## config.mk

```make
export PLATFORM = sky130hd
export DESIGN_NAME = cpu_top
export DESIGN_NICKNAME = d
export VERILOG_FILES = /design/src/design/cpu_pkg.sv /design/src/design/control_fsm.sv /design/src/design/cpu_top.sv /design/src/design/datapath.sv /design/src/design/fetch_unit.sv /design/src/design/mem_port.sv
export SDC_FILE = /design/constraint.sdc
export NUM_CORES = 1
export LEC_CHECK = 0
export ABC_AREA = 0
export BUFFER_PORTS_ARGS = -buffer_cell sky130_fd_sc_hd__buf_4
export CAP_MARGIN = 20
export CORE_AREA = 3 3 156 158
export CTS_BUF_LIST = sky130_fd_sc_hd__clkbuf_2
export CTS_CLUSTER_DIAMETER = 80
export CTS_CLUSTER_SIZE = 28
export DETAILED_ROUTE_END_ITERATION = 8
export DIE_AREA = 0 0 159 161
export PLACE_DENSITY = 0.73
export SETUP_SLACK_MARGIN = 0.05
export SLEW_MARGIN = 20
export SYNTH_ARGS = -nofsm -noshare
export SYNTH_HDL_FRONTEND = slang
export SYNTH_SLANG_ARGS = --single-unit
```

## constraint.sdc

```tcl
create_clock -name clk -period 15.2 [get_ports clk]
set_input_delay 3.04 -clock clk [delete_from_list [all_inputs] [get_ports clk]]
set_output_delay 3.04 -clock clk [all_outputs]
set_load 0.05 [all_outputs]
```

## src/design/cpu_pkg.sv

```systemverilog
`default_nettype none

package cpu_pkg;

   localparam int word_w = 16;
   localparam int addr_w = 9;
   localparam int reg_idx_w = 3;
   localparam int num_regs = 8;

   // op field values that tell the two MOV forms apart
   localparam logic [1:0] mov_reg_op = 2'b00;
   localparam logic [1:0] mov_imm_op = 2'b10;

   typedef logic [word_w-1:0] word_t;
   typedef logic [addr_w-1:0] addr_t;
   typedef logic [reg_idx_w-1:0] reg_idx_t;

   typedef enum logic [2:0] {
      op_branch = 3'd1,
      op_load   = 3'd3,
      op_store  = 3'd4,
      op_alu    = 3'd5,
      op_move   = 3'd6,
      op_halt   = 3'd7
   } opcode_e;

   typedef enum logic [1:0] {alu_add, alu_cmp, alu_and, alu_mvn} alu_op_e;

   // branch condition, cond field of the branch class
   typedef enum logic [2:0] {cond_always, if_zero, if_not_zero} cond_e;

   typedef enum logic [1:0] {
      mem_none  = 2'b00,
      mem_write = 2'b01,
      mem_read  = 2'b10
   } mem_cmd_e;

   typedef enum logic [1:0] {sel_rn, sel_rd, sel_rm} reg_sel_e;
   typedef enum logic [1:0] {wb_alu, wb_imm, wb_mem} wb_sel_e;

   // decoded view of the instruction register
   typedef struct packed {
      opcode_e    opcode;
      logic [1:0] op;
      reg_idx_t   rn;
      reg_idx_t   rd;
      reg_idx_t   rm;
      cond_e      cond;
      word_t      imm8_sx;
      logic [4:0] imm5_zx;
   } instr_t;

   typedef struct packed {
      logic     load_a;
      logic     load_b;
      logic     load_c;
      logic     load_flags;
      logic     a_zero;
      logic     b_imm;
      logic     reg_write;
      reg_sel_e reg_sel;
      wb_sel_e  wb_sel;
   } ctrl_t;

   typedef struct packed {
      mem_cmd_e cmd;
      logic     use_pc;
      logic     load_addr;
   } mem_req_t;

endpackage

`default_nettype wire

```

## src/design/control_fsm.sv

```systemverilog
`timescale 1ns/1ps
`default_nettype none

module control_fsm
   import cpu_pkg::*;
(
   input  logic     clk,
   input  logic     reset,
   input  instr_t   instr,
   input  logic     z,
   output ctrl_t    ctrl,
   output mem_req_t req,
   output logic     load_ir,
   output logic     pc_incr,
   output logic     pc_branch,
   output logic     over
);

   typedef enum logic [3:0] {
      s_fetch, s_load_ir, s_decode, s_read_a, s_read_b, s_alu, s_write,
      s_addr, s_mem_wait, s_store_data, s_store, s_branch, s_halt
   } state_e;

   state_e state;
   state_e state_next;
   alu_op_e alu_op;
   logic taken;

   assign alu_op = alu_op_e'(instr.op);

   always_comb begin
      case (instr.cond)
         cond_always: taken = 1'b1;
         if_zero:     taken = z;
         if_not_zero: taken = !z;
         default:     taken = 1'b0;
      endcase
   end

   always_comb begin
      state_next = state;
      case (state)
         s_fetch:   state_next = s_load_ir;
         s_load_ir: state_next = s_decode;
         s_decode: begin
            // anything not matched below is skipped
            state_next = s_fetch;
            case (instr.opcode)
               op_move: begin
                  if (instr.op == mov_imm_op) begin
                     state_next = s_write;
                  end else if (instr.op == mov_reg_op) begin
                     state_next = s_read_b;
                  end
               end
               op_alu:   state_next = (alu_op == alu_mvn) ? s_read_b : s_read_a;
               op_load:  state_next = (instr.op == 2'b00) ? s_read_a : s_fetch;
               op_store: state_next = (instr.op == 2'b00) ? s_read_a : s_fetch;
               op_branch: begin
                  if (instr.op == 2'b00 && taken) begin
                     state_next = s_branch;
                  end
               end
               op_halt:  state_next = s_halt;
               default:  state_next = s_fetch;
            endcase
         end
         // ldr skips b, str reads rd into b here
         s_read_a:     state_next = (instr.opcode == op_load) ? s_alu : s_read_b;
         s_read_b:     state_next = s_alu;
         s_alu: begin
            if (instr.opcode == op_load || instr.opcode == op_store) begin
               state_next = s_addr;
            end else if (instr.opcode == op_alu && alu_op == alu_cmp) begin
               state_next = s_fetch;
            end else begin
               state_next = s_write;
            end
         end
         s_addr:       state_next = (instr.opcode == op_load) ? s_mem_wait : s_store_data;
         s_mem_wait:   state_next = s_write;
         s_store_data: state_next = s_store;
         // idle after reset too, until over is set
         s_halt:       state_next = over ? s_halt : s_fetch;
         default:      state_next = s_fetch;
      endcase
   end

   always_comb begin
      ctrl = '0;
      req = '0;
      load_ir = 1'b0;
      pc_incr = 1'b0;
      pc_branch = 1'b0;
      case (state)
         s_fetch: begin
            req.cmd = mem_read;
            req.use_pc = 1'b1;
         end
         s_load_ir: begin
            load_ir = 1'b1;
            pc_incr = 1'b1;
         end
         s_read_a: begin
            ctrl.load_a = 1'b1;
            ctrl.reg_sel = sel_rn;
         end
         s_read_b: begin
            ctrl.load_b = 1'b1;
            if (instr.opcode == op_store) begin
               ctrl.reg_sel = sel_rd;
            end else begin
               ctrl.reg_sel = sel_rm;
            end
         end
         s_alu: begin
            ctrl.load_c = 1'b1;
            ctrl.a_zero = (instr.opcode == op_move);
            ctrl.b_imm = (instr.opcode == op_load || instr.opcode == op_store);
            ctrl.load_flags = (instr.opcode == op_alu);
         end
         s_write: begin
            ctrl.reg_write = 1'b1;
            ctrl.reg_sel = sel_rd;
            ctrl.wb_sel = wb_alu;
            if (instr.opcode == op_move && instr.op == mov_imm_op) begin
               ctrl.reg_sel = sel_rn;
               ctrl.wb_sel = wb_imm;
            end else if (instr.opcode == op_load) begin
               ctrl.wb_sel = wb_mem;
            end
         end
         s_addr:     req.load_addr = 1'b1;
         // read issued here, data is on read_data in s_write
         s_mem_wait: req.cmd = mem_read;
         s_store_data: begin
            // c takes 0 + rd
            ctrl.a_zero = 1'b1;
            ctrl.load_c = 1'b1;
         end
         s_store:    req.cmd = mem_write;
         s_branch:   pc_branch = 1'b1;
         default: begin
         end
      endcase
   end

   always_ff @(posedge clk) begin
      if (reset) begin
         state <= s_halt;
         over <= 1'b0;
      end else begin
         state <= state_next;
         if (state == s_decode && instr.opcode == op_halt) begin
            over <= 1'b1;
         end
      end
   end

endmodule

`default_nettype wire

```

## src/design/cpu_top.sv

```systemverilog
`timescale 1ns/1ps
`default_nettype none

module cpu_top
   import cpu_pkg::*;
(
   input  logic     clk,
   input  logic     reset,
   input  word_t    read_data,
   output mem_cmd_e mem_cmd,
   output addr_t    mem_addr,
   output word_t    write_data,
   output logic     n,
   output logic     v,
   output logic     z,
   output logic     over
);

   instr_t instr;
   addr_t pc;
   ctrl_t ctrl;
   mem_req_t req;
   logic load_ir;
   logic pc_incr;
   logic pc_branch;
   word_t c_out;

   fetch_unit u_fetch (
      .clk       (clk),
      .reset     (reset),
      .read_data (read_data),
      .load_ir   (load_ir),
      .pc_incr   (pc_incr),
      .pc_branch (pc_branch),
      .instr     (instr),
      .pc        (pc)
   );

   control_fsm u_ctrl (
      .clk       (clk),
      .reset     (reset),
      .instr     (instr),
      .z         (z),
      .ctrl      (ctrl),
      .req       (req),
      .load_ir   (load_ir),
      .pc_incr   (pc_incr),
      .pc_branch (pc_branch),
      .over      (over)
   );

   datapath u_dp (
      .clk       (clk),
      .reset     (reset),
      .ctrl      (ctrl),
      .instr     (instr),
      .read_data (read_data),
      .c_out     (c_out),
      .n         (n),
      .v         (v),
      .z         (z)
   );

   // store data is the c latch
   assign write_data = c_out;

   mem_port u_mem (
      .clk      (clk),
      .reset    (reset),
      .req      (req),
      .pc       (pc),
      .c_out    (c_out),
      .mem_cmd  (mem_cmd),
      .mem_addr (mem_addr)
   );

endmodule

`default_nettype wire

```

## src/design/datapath.sv

```systemverilog
`timescale 1ns/1ps
`default_nettype none

module datapath
   import cpu_pkg::*;
(
   input  logic   clk,
   input  logic   reset,
   input  ctrl_t  ctrl,
   input  instr_t instr,
   input  word_t  read_data,
   output word_t  c_out,
   output logic   n,
   output logic   v,
   output logic   z
);

   word_t regs [num_regs];
   word_t a_q;
   word_t b_q;
   word_t a_in;
   word_t b_in;
   word_t alu_out;
   word_t wb_data;
   reg_idx_t sel_idx;
   alu_op_e alu_op;
   logic ovf;

   always_comb begin
      case (ctrl.reg_sel)
         sel_rn:  sel_idx = instr.rn;
         sel_rd:  sel_idx = instr.rd;
         default: sel_idx = instr.rm;
      endcase
   end

   always_comb begin
      case (ctrl.wb_sel)
         wb_imm:  wb_data = instr.imm8_sx;
         wb_mem:  wb_data = read_data;
         default: wb_data = c_out;
      endcase
   end

   // register file and operand latches
   always_ff @(posedge clk) begin
      if (ctrl.reg_write) begin
         regs[sel_idx] <= wb_data;
      end
      if (ctrl.load_a) begin
         a_q <= regs[sel_idx];
      end
      if (ctrl.load_b) begin
         b_q <= regs[sel_idx];
      end
      if (ctrl.load_c) begin
         c_out <= alu_out;
      end
   end

   // moves and address math always add
   assign alu_op = (instr.opcode == op_alu) ? alu_op_e'(instr.op) : alu_add;
   assign a_in = ctrl.a_zero ? '0 : a_q;
   assign b_in = ctrl.b_imm ? word_t'(instr.imm5_zx) : b_q;

   always_comb begin
      ovf = 1'b0;
      case (alu_op)
         alu_add: begin
            alu_out = a_in + b_in;
            ovf = (a_in[word_w-1] == b_in[word_w-1]) && (alu_out[word_w-1] != a_in[word_w-1]);
         end
         alu_cmp: begin
            alu_out = a_in - b_in;
            ovf = (a_in[word_w-1] != b_in[word_w-1]) && (alu_out[word_w-1] != a_in[word_w-1]);
         end
         alu_and: alu_out = a_in & b_in;
         default: alu_out = ~b_in;
      endcase
   end

   always_ff @(posedge clk) begin
      if (reset) begin
         n <= 1'b0;
         v <= 1'b0;
         z <= 1'b0;
      end else if (ctrl.load_flags) begin
         n <= alu_out[word_w-1];
         v <= ovf;
         z <= (alu_out == '0);
      end
   end

endmodule

`default_nettype wire

```

## src/design/fetch_unit.sv

```systemverilog
`timescale 1ns/1ps
`default_nettype none

module fetch_unit
   import cpu_pkg::*;
(
   input  logic   clk,
   input  logic   reset,
   input  word_t  read_data,
   input  logic   load_ir,
   input  logic   pc_incr,
   input  logic   pc_branch,
   output instr_t instr,
   output addr_t  pc
);

   word_t ir;
   addr_t pc_next;

   // branch target is relative to the already incremented pc
   always_comb begin
      pc_next = pc;
      if (pc_branch) begin
         pc_next = pc + instr.imm8_sx[addr_w-1:0];
      end else if (pc_incr) begin
         pc_next = pc + addr_t'(1);
      end
   end

   always_ff @(posedge clk) begin
      if (reset) begin
         pc <= '0;
         ir <= '0;
      end else begin
         pc <= pc_next;
         if (load_ir) begin
            ir <= read_data;
         end
      end
   end

   // field decode, rn and cond share bits 10:8
   always_comb begin
      instr.opcode  = opcode_e'(ir[15:13]);
      instr.op      = ir[12:11];
      instr.rn      = ir[10:8];
      instr.rd      = ir[7:5];
      instr.rm      = ir[2:0];
      instr.cond    = cond_e'(ir[10:8]);
      instr.imm8_sx = {{(word_w-8){ir[7]}}, ir[7:0]};
      instr.imm5_zx = ir[4:0];
   end

endmodule

`default_nettype wire

```

## src/design/mem_port.sv

```systemverilog
`timescale 1ns/1ps
`default_nettype none

module mem_port
   import cpu_pkg::*;
(
   input  logic     clk,
   input  logic     reset,
   input  mem_req_t req,
   input  addr_t    pc,
   input  word_t    c_out,
   output mem_cmd_e mem_cmd,
   output addr_t    mem_addr
);

   addr_t data_addr;

   // word address for ldr and str, low bits of the computed sum
   always_ff @(posedge clk) begin
      if (reset) begin
         data_addr <= '0;
      end else if (req.load_addr) begin
         data_addr <= c_out[addr_w-1:0];
      end
   end

   assign mem_addr = req.use_pc ? pc : data_addr;
   assign mem_cmd = req.cmd;

endmodule

`default_nettype wire

```

==> impl_metrics.py <==
metrics = {
    "worst_setup_path": {
        "end_kind": "output pin",
        "start_kind": "register",
        "crit_end": "mem_addr[7]",
        "cpMaxStageDelayCell": "nor4_2",
        "r2r-start": "u_fetch.ir[15]$_SDFFE_PP0P_",
        "regToRegSetupSlack_ns": 9.75,
        "r2r_end": "u_dp.z$_SDFFE_PP0P_",
        "crit_type": "register to output pin",
        "path_cells": "nor4_2 -> mux2_2 -> buf_4",
        "r2r_cells": 16,
        "crit_path_max_fanout": 15,
        "startpoint": "u_ctrl.state[1]$_SDFF_PP0_",
        "cp.arrival_ns": 3.07,
        "cpPeakStageDelay_ns": 1.01,
        "worstPathRequired_ns": 12.16,
    },
    "power_and_ir_drop": {
        "vdd_drop_max_mv": 0.09468,
        "p_leak_nw": 4.469,
        "p_per_area_mw_per_mm2": 99.08,
    },
    "global_routing": {
        "use_met1_pct": 32.83,
        "met2_usage_pct": 38.41,
        "antenna_found_initial": 1,
        "grt_max_degree": 66,
        "grt_overflow_total": 0,
        "use_met3_pct": 2.488,
        "grtUsageTotal_pct": 23.26,
        "grt_pass1_wl_um": 47190,
        "grt_pass1_vias": 8413,
        "gr-max-usage-layer": "met2",
    },
    "floorplanning": {
        "io_pins": 49,
        "die_h_um": 161,
        "chipWidth_um": 159,
        "die_area_mm2": 0.02560,
        "rows": 56,
        "core_mm2": 0.02326,
        "start_util_pct": 49.55,
    },
    "sta": {
        "setup_tns_ns": 0,
        "fmaxAchievable_ghz": 0.1636,
        "fin_skew_ns": 0.06976,
        "setup_viol": 0,
        "post-route-period-util_pct": 40.20,
        "hold_viol_final": 0,
        "finalMaxSlewViolations": 0,
        "period_minus_slack_ns": 6.111,
        "slew_headroom_pct": 25.91,
        "rsz0062_at_grt": "false",
        "tightest_slew_ns": 1.102,
    },
    "placement": {
        "gp_congestion": 0.9412,
        "post_dp_cell_area_mm2": 0.01227,
        "io_buffers": 48,
        "dpl.hpwl_um": 21790,
    },
    "final_layout": {
        "area_delta_synth_final_pct": 7.142,
        "final_layout_size_suffix_gt1_share_pct": 10.35,
        "fill_cells": 2094,
        "seqCellArea_mm2": 0.006126,
        "multi_input_area_mm2": 0.005031,
        "nets": 1257,
        "fin_area_mm2": 0.01235,
    },
    "logic_synthesis": {
        "yosysMostFrequentCell": "nand2_1",
        "ys_ff_latch": 218,
        "netlist_area_mm2": 0.01153,
        "synth_edf_count": 176,
        "synth.distinct_cells": 70,
        "netlist_top_cells_area": "edfxtp_1 46%, nand2_1 8.5%, dfxtp_1 7.3%, ha_1 4.3%, nand3_1 3.6%",
        "synthArstFlopShare_pct": 0,
        "synthTopCellsByCount": "261 x nand2_1, 176 x edfxtp_1, 83 x nand3_1, 74 x a21oi_1, 70 x nor2_1",
        "yosysWarnings": 0,
        "synth_area_leader_cell": "edfxtp_1",
        "postSynthNetCount": 1247,
        "seq_area_frac_synth_pct": 53.15,
        "synth_top_area_share_pct": 45.85,
        "synth.avg_cell_area_um2": 9.718,
        "ys.flop_type": "edfxtp_1",
        "syn-instance-count": 1186,
    },
    "detailed_routing": {
        "wl_per_cell_um": 20.19,
        "num_vias": 9035,
        "drt_iter0_markers": 1143,
        "drt-total-wl_um": 30640,
        "detail_route.first_pass.iterations": 5,
        "antenna_left": 0,
        "drc": 0,
        "post_drt_via_cell_ratio": 5.952,
    },
    "clock_network": {
        "cts_tree": "yes",
        "clockBufferDepth": 3,
        "post_cts_buffers": 0,
        "numCtsBuffers": 11,
        "clock_latency_ns": 0.83,
        "cts.sinks": 218,
        "hold_buffers": 0,
        "cts.repair.resized": 0,
        "htree_levels": 1,
        "root_buffer": "clkbuf_2",
        "clkTransAtPathRegs_ns": 0.50,
    },
    "outcome": {
        "status": "complete, no violations",
    },
    "flow_run": {
        "cap_viol_max_count": 0,
    },
    "worst_hold_path": {
        "min_from": "u_dp.v$_SDFFE_PP0P_",
        "hold_path.class": "register to register",
    },
}
[worst max-delay path: cells and delay by family, from the launching register on]
kind          cells  cell delay [ns]
mux               1             0.47
simple gates      1             1.01
buf+inv           1             0.20
flops             1             0.57
[how the worst min path moves through the flow]
stage | to | slack [ns] | depth (start not counted)
after floorplan | u_mem.data_addr[0]$_SDFFE_PP0N_ | 0.43 | 2
after global placement | u_mem.data_addr[1]$_SDFFE_PP0N_ | 0.44 | 2
after detailed placement | u_mem.data_addr[3]$_SDFFE_PP0N_ | 0.45 | 2
after CTS | u_dp.v$_SDFFE_PP0P_ | 0.47 | 2
after global routing | u_mem.data_addr[4]$_SDFFE_PP0N_ | 0.49 | 2
final | u_dp.v$_SDFFE_PP0P_ | 0.46 | 2
[registers in the layout (all words and copies together) (netlist names)]
signal,cells
u_dp.z,1
u_dp.b_q,16
u_dp.n,1
u_ctrl.over,1
u_dp.a_q,16
u_ctrl.state,4
u_mem.data_addr,9
u_dp.c_out,16
u_fetch.pc,9
u_dp.v,1
u_dp.regs,128
u_fetch.ir,16
[where the power goes]
part	total, W	switching (W)	internal [W]	leakage, nW
Clock	0.000189	0.000165	0.0000244	0.0583
Combinational	0.000338	0.000225	0.000113	2.48
Sequential	0.000696	0.0000177	0.000679	1.93
[stage by stage]
step                      worst slack (ns)  power [W]  hold WS [ns]  instances  utilization (%)
final                                9.089   0.001224        0.4627       1518            53.09
after detailed placement             9.905   0.001040        0.4470       1502            52.74
after global placement               9.956   0.001036        0.4392       1502            52.71
after CTS                            9.097   0.001223        0.4667       1517            53.08
after floorplan                      10.05  0.0009373        0.4338       1186                -
after global routing                 8.970   0.001282        0.4868       1518            53.09
[layer usage]
metal,share of wire (%),vias to the layer above
li1,-,4272
met1,43,4370
met2,47,336
met3,6.3,57
met4,3.1,0
met5,0,-
[layout by cell type (no fill, tap or decap), types with 5 or more instances in the layout]
master and instances:
nand2_1 261, clkbuf_2 14, nor2b_1 9, a31oi_1 10
a221oi_1 6, inv_1 42, buf_4 73, or3_1 9
mux2_2 11, o31ai_1 6, o211ai_1 5, mux2i_1 5
nand2b_1 7, nor4_1 7, and2_1 28, or2_2 5
nor2_1 69, xnor2_1 14, o32ai_1 7, o21ai_0 22
a221o_1 13, xor2_1 11, a32oi_1 5, o21bai_1 5
nor3_1 10, nand3_1 83, o21ai_1 21, a21oi_1 74
edfxtp_1 176, nor3_2 7, a21o_1 7, dfxtp_1 42
a211oi_1 9, ha_1 40, a22oi_1 13
[layout make-up]
cell class / count / share of cell area [%]
Multi-Input combinational cell: 848 / 40.74
Timing Repair Buffer: 73 / 4.438
Inverter: 44 / 1.337
Antenna cell: 1 / 0.02026
Clock inverter: 1 / 0.06079
Clock buffer: 14 / 0.5674
Tap cell: 319 / 3.232
Sequential cell: 218 / 49.61
[kinds of logic after synthesis]
kind of cell	synth area share (%)
xor gates and xnor gates	1.900
adders and majority gates	4.863
DFF	53.15
and+or+nand+nor	20.60
AOI/OAI and AO/OA	13.97
muxes	1.509
buffers and inverters	4.005
(Power assumes the default switching activity.)
